$ cat src/ts_pkg.sv
`default_nettype none

package ts_pkg;

	// MPEG-TS packet framing
	localparam int ts_pkt_bytes = 188;
	localparam logic [7:0] ts_sync_byte = 8'h47;
	localparam int ts_pkt_words = ts_pkt_bytes / 4;

	// PID is 13 bits spread over header bytes 1 and 2
	localparam int ts_pid_bits = 13;

	// replacer stages ahead of the output select register
	localparam int ts_repl_latency = 3;

	// index widths derived from the packet size
	localparam int ts_byte_idx_bits = $clog2(ts_pkt_bytes);
	localparam int ts_word_idx_bits = $clog2(ts_pkt_words);

endpackage

`default_nettype wire

$ cat src/tsp_regs_pkg.sv
`default_nettype none

package tsp_regs_pkg;

	localparam int reg_addr_bits = 8;
	localparam int reg_data_bits = 32;

	// register map
	localparam logic [reg_addr_bits-1:0] addr_slot = 8'd0;
	localparam logic [reg_addr_bits-1:0] addr_pid = 8'd1;
	localparam logic [reg_addr_bits-1:0] addr_match_enable = 8'd2;
	localparam logic [reg_addr_bits-1:0] addr_dump = 8'd3;
	localparam logic [reg_addr_bits-1:0] addr_matched_count = 8'd4;
	localparam logic [reg_addr_bits-1:0] addr_data_base = 8'd128;
	localparam logic [reg_addr_bits-1:0] addr_data_last =
		addr_data_base + reg_addr_bits'(ts_pkg::ts_pkt_words - 1);

	// slot 0 is the monitor, the rest are replacers
	localparam int num_replacers = 2;
	localparam int num_slots = num_replacers + 1;
	localparam int slot_bits = $clog2(num_slots);
	localparam int rep_bits = $clog2(num_replacers);

	// upper half of an unmapped read
	localparam logic [15:0] unmapped_tag = 16'hE000;

	// pid register, stored raw, decoded by the filters
	typedef struct packed {
		logic [14:0] rsvd_hi;
		logic pid_valid;
		logic [2:0] rsvd_lo;
		logic [ts_pkg::ts_pid_bits-1:0] pid;
	} pid_fields_t;

	typedef union packed {
		logic [reg_data_bits-1:0] raw;
		pid_fields_t f;
	} pid_word_t;

endpackage

`default_nettype wire

$ cat src/ts_monitor.sv
`default_nettype none

module ts_monitor (
	input wire clk,
	input wire rst_n,
	input wire [7:0] ts_in_data,
	input wire ts_in_valid,
	input wire ts_in_sync,
	input wire tsp_regs_pkg::pid_word_t pid_word,
	input wire match_enable,
	input wire dump_req,
	output logic [tsp_regs_pkg::reg_data_bits-1:0] matched_count,
	output logic dump_ack,
	output logic dump_valid,
	output logic [ts_pkg::ts_word_idx_bits-1:0] dump_index,
	output logic [tsp_regs_pkg::reg_data_bits-1:0] dump_data
);
	import ts_pkg::*;
	import tsp_regs_pkg::*;

	localparam logic [ts_word_idx_bits-1:0] last_word = ts_word_idx_bits'(ts_pkt_words - 1);

	logic [reg_data_bits-1:0] cap_mem [ts_pkt_words];
	logic [ts_byte_idx_bits-1:0] byte_cnt;
	logic [ts_byte_idx_bits-1:0] cur_idx;
	logic [7:0] hdr0;
	logic [7:0] hdr1;
	logic match;
	logic capturing;
	logic dumping;
	logic [ts_word_idx_bits-1:0] rd_idx;

	assign cur_idx = ts_in_sync ? '0 : byte_cnt;
	// pid complete once byte 2 arrives
	assign match = ts_in_valid && cur_idx == 2 && match_enable && pid_word.f.pid_valid &&
		{hdr1[ts_pid_bits-9:0], ts_in_data} == pid_word.f.pid;

	always_ff @(posedge clk) begin
		if (!rst_n) begin
			byte_cnt <= ts_byte_idx_bits'(ts_pkt_bytes);
			capturing <= 1'b0;
			matched_count <= '0;
			dumping <= 1'b0;
			rd_idx <= '0;
			dump_valid <= 1'b0;
			dump_ack <= 1'b0;
		end else begin
			if (ts_in_valid && cur_idx < ts_byte_idx_bits'(ts_pkt_bytes)) begin
				byte_cnt <= cur_idx + 1'b1;
			end
			if (ts_in_valid && cur_idx == 2) begin
				capturing <= match;
			end
			if (match) begin
				matched_count <= matched_count + 1'b1;
			end
			dump_valid <= 1'b0;
			if (dump_ack) begin
				if (!dump_req) begin
					dump_ack <= 1'b0;
				end
			end else if (dumping) begin
				dump_valid <= 1'b1;
				if (rd_idx == last_word) begin
					dumping <= 1'b0;
					dump_ack <= 1'b1;
				end else begin
					rd_idx <= rd_idx + 1'b1;
				end
			end else if (dump_req) begin
				dumping <= 1'b1;
				rd_idx <= '0;
			end
		end
	end

	// little-endian packing, byte 4w lands in bits 7:0 of word w
	always_ff @(posedge clk) begin
		if (ts_in_valid && cur_idx == 0) begin
			hdr0 <= ts_in_data;
		end
		if (ts_in_valid && cur_idx == 1) begin
			hdr1 <= ts_in_data;
		end
		if (match) begin
			cap_mem[0][7:0] <= hdr0;
			cap_mem[0][15:8] <= hdr1;
			cap_mem[0][23:16] <= ts_in_data;
		end else if (capturing && ts_in_valid && cur_idx > 2 &&
				cur_idx < ts_byte_idx_bits'(ts_pkt_bytes)) begin
			cap_mem[cur_idx[ts_byte_idx_bits-1:2]][{cur_idx[1:0], 3'b000} +: 8] <= ts_in_data;
		end
		dump_index <= rd_idx;
		dump_data <= cap_mem[rd_idx];
	end

	assert property (@(posedge clk) disable iff (!rst_n)
		dump_valid |-> dump_req);

endmodule

`default_nettype wire

$ cat config.mk
export PLATFORM = sky130hd
export DESIGN_NAME = ts_monitor
export DESIGN_NICKNAME = d
export VERILOG_FILES = /design/src/ts_pkg.sv /design/src/tsp_regs_pkg.sv /design/src/ts_monitor.sv
export SDC_FILE = /design/constraint.sdc
export NUM_CORES = 2
export LEC_CHECK = 0
export BUFFER_PORTS_ARGS = -buffer_cell sky130_fd_sc_hd__buf_2
export CAP_MARGIN = 10
export CORE_UTILIZATION = 60
export CTS_CLUSTER_SIZE = 28
export DETAILED_ROUTE_END_ITERATION = 7
export PLACE_DENSITY = 0.77
export SLEW_MARGIN = 20
export SYNTH_ARGS = -nofsm -noshare
export SYNTH_HDL_FRONTEND = slang
export SYNTH_SLANG_ARGS = --single-unit
$ cat constraint.sdc
create_clock -name clk -period 9.7 [get_ports clk]
set_clock_uncertainty 0.2 [all_clocks]
set_input_delay 1.94 -clock clk [delete_from_list [all_inputs] [get_ports clk]]
set_output_delay 1.94 -clock clk [all_outputs]
set_load 0.1 [all_outputs]
# Word-level counts from Yosys, hierarchy flattened
# Memories as Yosys holds them, arrays and structs flattened. A register that Yosys moved wholly into a read port is not among the register bits.
# Index checks and enable logic that the tools add are counted.
# totals
output_inout_bits	72
inputBits	46
memories	1
regBits	72
mem_bits_rw	1504
elab_cells	60
# classes
bitwise_logic	2
reduce_logical	15
shift	2
addsub	4
n_eq_ne	5
n_mux	19
order_cmp	2
# mem_list
memory	depth	width	read_ports	rd_ports_with_merged_regs	write_ports	line_no	text
cap_mem	47	32	1	1	1	ts_monitor.sv:23	logic [reg_data_bits-1:0] cap_mem [ts_pkt_words];
# ops
op	n
32-bit two-way mux	3
32-bit by 1-bit adder with 32-bit output, second input constant	1
32-bit OR reduction	1
8-bit by 7-bit variable shift with 32-bit output, first input constant	1
8-bit by 7-bit variable part select with 32-bit output	1
6-bit two-way mux	4
13-bit == test	1
1-bit two-way mux	11
1-bit logical AND	10
8-bit by 1-bit adder with 8-bit output, second input constant	1
8-bit by 1-bit == test with 1-bit output, second input constant	1
8-bit by 2-bit == test with 1-bit output, second input constant	1
8-bit by 2-bit > comparator with 1-bit output, second input constant	1
8-bit logical NOT	1
8-bit < comparator, second input constant	1
8-bit two-way mux	1
5-bit negator with 7-bit output	1
6-bit by 1-bit adder with 6-bit output, second input constant	1
6-bit == test, second input constant	1
3-bit AND reduction	1
2-bit inequality test, second input constant	1
1-bit inverter	2
2-bit nonzero test	1
2-bit OR reduction	1

# Longest topological paths before layout
# depth
ltp_word	10
ltp_mapped	13
ltp_nobuf	9

# Least setup slack after synthesis
# OpenSTA, ideal clock, no wires.
# synth_path
path_type	input-to-reg
start	in ts_in_sync
end	mem cap_mem[0][7] (data pin)
required_time_ns	9.186
path_stages	13
setup_slack_ns	4.115
n_path_buf	5
setup_ns	0.314
t_arrival_ns	5.070
cell_sequence	clkbuf_1 -> clkbuf_1 -> nand2b_1 -> inv_1 -> ha_1 -> nand2b_1 -> a311oi_1 -> and3_1 -> clkbuf_1 -> clkbuf_1 -> buf_1 -> nand3_1 -> nand2_1
# synth_via
elab_chain_len	10
word_cells_on_any_way	18
classes_between	add/sub: 1; order compare: 2; eq/ne: 1; shift: 2; mux: 5; reduce/logical: 7
# synth_rtl
item	line_no	text
from (decl)	ts_monitor.sv:8	input wire ts_in_sync,
8-bit two-way mux *	ts_monitor.sv:33	assign cur_idx = ts_in_sync ? '0 : byte_cnt;
branches (longest 8 deep; another with 5-bit negator with 7-bit output)	-	
32-bit two-way mux (no line) *	-	
to (decl)	ts_monitor.sv:23	
# Mark *: on every way between the ends. The select of a mux whose other input is x is not followed.

# Worst setup path after layout
# layout_path
start	in ts_in_sync
end	mem cap_mem[26][15], enable pin
# layout_via
elab_chain_len	10
word_cells_on_any_way	20
classes_between	add/sub: 1; order compare: 2; eq/ne: 1; shift: 1; mux: 8; reduce/logical: 7
# layout_rtl
item	line_no
8-bit two-way mux *	ts_monitor.sv:33
branches (longest 9 deep; another with 5-bit negator with 7-bit output)	-
# Mark *: on every way between the ends.

==> results.txt <==
----------------------------------------------------
[STA]
  Setup violation total in the final timing report ... 0
  Transition time at the pin with the least slew margin ... 1.155 ns
  Number of pins with negative max-slew slack in the final report ... 0
  Min cycle time layout ... 6.612 ns
  Hold violation count in the final report ... 0
  Setup repair after global routing missed its margin ... false
  Slew headroom ... 21.00%
  Final worst-path cycle share ... 68.16%
  Upper clock frequency limit ... 0.1512 GHz
  Setup TNS ... 0 ns

[Flow run]
  Max_cap viols ... 0

[Run status]
  Run status ... finished clean

[Min path]
  Worst hold path class ... reg -> reg
  Hold Startpoint ... matched_count[31]$_SDFFE_PN0P_
  Number of cells on the worst hold path ... 2

[Clock tree]
  Clk Latency, worst-skew pair ... 0.77 ns
  TritonCTS clock tree ... built
  Setup fix buffers added after clock tree synthesis ... 0
  Quantity of gates resized following cts ... 0
  Clk root buf ... sky130_fd_sc_hd__clkbuf_16
  CTS sink cnt ... 1608
  Post-CTS clock slew at the launch and capture registers of the worst setup and hold paths ... 0.06 ns
  Quantity of hold-fixing buffers added after cts ... 0
  Longest Clk Path Bufs ... 3
  Max H-tree Level ... 4
  Number of CTS-inserted buffers ... 154

[Synth]
  Main synth FF type ... sky130_fd_sc_hd__edfxtp_1
  Largest cells by area after synthesis ... sky130_fd_sc_hd__edfxtp_1, sky130_fd_sc_hd__mux4_2, sky130_fd_sc_hd__mux2i_1
  Seq cells post-synth ... 1608
  Number of unique standard cell types used by synthesis ... 56
  Yosys top cell area share ... 72.69%
  Fraction of synthesized area in multiplexers ... 14.46%
  Adder-cell share of the synthesized area ... 0.1594%
  Mean area per synthesized cell ... 18.79 um2
  Cell taking the most area after synthesis ... sky130_fd_sc_hd__edfxtp_1
  Share of the yosys chip area belonging to registers ... 75.49%
  Simple-Gate Fraction of Synth Area ... 4.449%
  Synth Cell Area ... 0.06280 mm2
  Dominant combinational cell family by area after synthesis ... multiplexers
  Number of enable-type register cells in the synthesized netlist ... 1520
  Post-synthesis instance total ... 3342
  Post-synth ARST share ... 0%
  Fraction of the mapped netlist area in compound gates ... 3.608%
  Fraction of synthesized cell area in xor and xnor cells ... 0.4463%
  Synth Net Count ... 3396
  YS warnings ... 0

[Finish]
  Final std cells w/o fill ... 5010
  Area added between synthesis and finish ... 11.82%
  Most frequent cells in the layout ... sky130_fd_sc_hd__edfxtp_1, sky130_fd_sc_hd__mux4_2, sky130_fd_sc_hd__nor2_1, sky130_fd_sc_hd__nand2_1, sky130_fd_sc_hd__mux2i_1
  Most common cell after layout, fill and taps aside ... sky130_fd_sc_hd__edfxtp_1
  Net count of the finished layout ... 3552
  Proportion of layout cells with a drive suffix above 1 ... 22.06%

[Pwr]
  Proportion of power drawn by the clock network ... 43.0%
  Design Power ... 13.92 mW
  Peak supply drop ... 161.6 uV
  Switching share of total power ... 20.10%
  P per Cell Area ... 198.3 mW/mm2
  Switching power of the nets ... 2.798 mW
  Internal power component ... 11.12 mW
  Part of the power in registers ... 54.2%
  Leakage ... 22.38 nW
  Relative contribution of combinational cells to total power ... 2.8%

[Setup path]
  Kind of capture point of the worst setup path ... flip-flop
  Biggest cell delay along the critical path ... 0.92 ns
  Crit path launch type ... input port
  Reg-to-reg startpoint ... byte_cnt[0]$_SDFFE_PN0P_
  R2R cell count ... 10
  Cell family with most CP delay ... simple AND/OR/NAND/NOR gates
  Crit Path Max Fanout ... 28
  Worst Path Class, Setup ... in -> reg
  Origin of the worst setup path ... ts_in_sync
  Master of the slowest instance on the critical path ... sky130_fd_sc_hd__nor2_1
  Buf+Inv Stages, Crit Path ... 3
  Series of cell instances along the critical path ... buf_2, nor2b_1, inv_1, ha_1, nand2b_1, a311oi_1, and3_1, buf_4, and3_1, nand3_1, nor2_1
  Worst endpoint required time ... 9.89 ns
  Worst path arrival time ... 6.80 ns
  Cell type with the highest occurrence count on the critical path ... sky130_fd_sc_hd__and3_1
  Number of cells on the critical path ... 11

[Global routing]
  Global routing usage on met2 ... 48.38%
  Maximum number of pins on one net before global-route repair ... 122
  GR met3 Demand/Resource ... 7.470%
  Vias in the first global route ... 34070
  Fraction of met1 tracks used by global routing ... 39.58%
  Antenna violations before repair ... 7
  Global-route wire length before repair ... 229600 um
  Total global-route track usage ... 30.24%
  Overflow left after global routing ... 0
  Top Usage Layer GRT ... met2

[Place]
  DPL Wire Length ... 94400 um
  Post-placement cell count ... 4721
  Count of input and output buffers ... 99
  Placer's final routability congestion estimate ... 0.8756

[Drt]
  DRC marker count from the first detailed-route iteration ... 4379
  Per-cell routed wire length ... 31.62 um
  Post-route DRC violation count ... 0
  Remaining antenna violation count ... 0
  Router iterations before antenna repair ... 6
  Final Routed Wirelength ... 158400 um
  Vias ... 33670
  Vias per cell ... 6.720

[Floorplan]
  X dimension of the die ... 325.5 um
  Initial standard-cell utilization of the core ... 60.59%
  Core outline area ... 0.1036 mm2
  Die boundary height ... 325.5 um
  Number of cell rows ... 118
  I/O pins ... 118
  Die Outline Area ... 0.1060 mm2

----------------------------------------------------
area by class of cell:
type                       instances  area, um2
clock buffer                     218       4436
multi-input combinational       1519      14640
fill                            6378      33430
inverter                          17      63.81
timing repair buffer             198       1296
sequential                      1608      47430
tap                             1380       1727
clock inverter                    67      620.6
antenna                            3      7.507
cells by family (layout without fill, tap and decap cells):
kind of cell,Yosys count,count (layout)
DFF,1608,1608
and+or+nand+nor,629,629
muxes,511,511
AOI/OAI and AO/OA,339,339
buffers and inverters,215,500
xor gates and xnor gates,32,32
adders and majority gates,8,8
other,0,3
synth_stat cells (9+ instances only):
library cell and number:
sky130_fd_sc_hd__nand2b_1 14, sky130_fd_sc_hd__o21ai_0 75, sky130_fd_sc_hd__a22oi_1 25, sky130_fd_sc_hd__or2_2 12, sky130_fd_sc_hd__a21oi_1 60, sky130_fd_sc_hd__nand2_1 193, sky130_fd_sc_hd__a311oi_1 11, sky130_fd_sc_hd__inv_1 16
sky130_fd_sc_hd__and2_1 21, sky130_fd_sc_hd__o31ai_1 16, sky130_fd_sc_hd__a211oi_1 11, sky130_fd_sc_hd__edfxtp_1 1520, sky130_fd_sc_hd__a22o_1 20, sky130_fd_sc_hd__mux4_2 315, sky130_fd_sc_hd__buf_1 31, sky130_fd_sc_hd__xnor2_1 28
sky130_fd_sc_hd__nor4_1 12, sky130_fd_sc_hd__o22ai_1 27, sky130_fd_sc_hd__buf_2 47, sky130_fd_sc_hd__mux2i_1 177, sky130_fd_sc_hd__nand3_1 55, sky130_fd_sc_hd__o211ai_1 29, sky130_fd_sc_hd__dfxtp_1 88, sky130_fd_sc_hd__clkbuf_1 119
sky130_fd_sc_hd__nor3_1 56, sky130_fd_sc_hd__mux2_2 19, sky130_fd_sc_hd__and3_1 11, sky130_fd_sc_hd__nor2_1 220, sky130_fd_sc_hd__a21o_1 9, sky130_fd_sc_hd__a2111oi_0 24, sky130_fd_sc_hd__nand4_1 9
state kept, by name (all words and copies together) (netlist names):
signal	cells
capturing	1
dump_data	32
byte_cnt	8
hdr1	8
dumping	1
dump_ack	1
hdr0	8
cap_mem	1504
dump_index	6
dump_valid	1
rd_idx	6
matched_count	32
final timing paths:
check,to,slack (ns)
worst min-delay path,matched_count[31]$_SDFFE_PN0P_,0.28
worst max-delay path,cap_mem[26][15]$_DFFE_PP_,3.09
worst max register to register,cap_mem[26][15]$_DFFE_PP_,4.22
worst min register to register,matched_count[31]$_SDFFE_PN0P_,0.28
worst min-delay path, delay by kind of cell, from the launching register on:
kind,cells,cell delay (ns)
DFF,1,0.32
muxes,1,0.06
and+or+nand+nor,1,0.06
stage by stage:
step / hold WS (ns) / util (%) / cell area (um2) / setup slack [ns]
6_report: 0.2826 / 67.75 / 70220 / 3.088
5_1_grt: 0.3359 / 67.74 / 70210 / 2.905
4_1_cts: 0.2854 / 67.69 / 70160 / 3.322
3_5_place_dp: 0.2763 / 62.81 / 65100 / 2.489
3_3_place_gp: 0.2503 / 62.77 / 65060 / 2.698
2_1_floorplan: 0.1430 / - / 62800 / 4.115
per-layer routing:
metal  wire (um)  vias to the layer above
met2       77440                     2246
li1            -                    13790
met3       17760                      401
met1       55800                    17220
met5          25                        -
met4        7404                        4
power groups by stage:
stage | logic, mW | clock network (mW) | registers (mW)
after floorplan | 0.228 | 0 | 7.73
after global placement | 0.379 | 0 | 7.69
after detailed placement | 0.388 | 0 | 7.69
after CTS | 0.391 | 6.02 | 7.54
after global routing | 0.411 | 6.27 | 7.54
final | 0.392 | 5.99 | 7.54
Note: power is estimated with default switching activity, not from simulation.
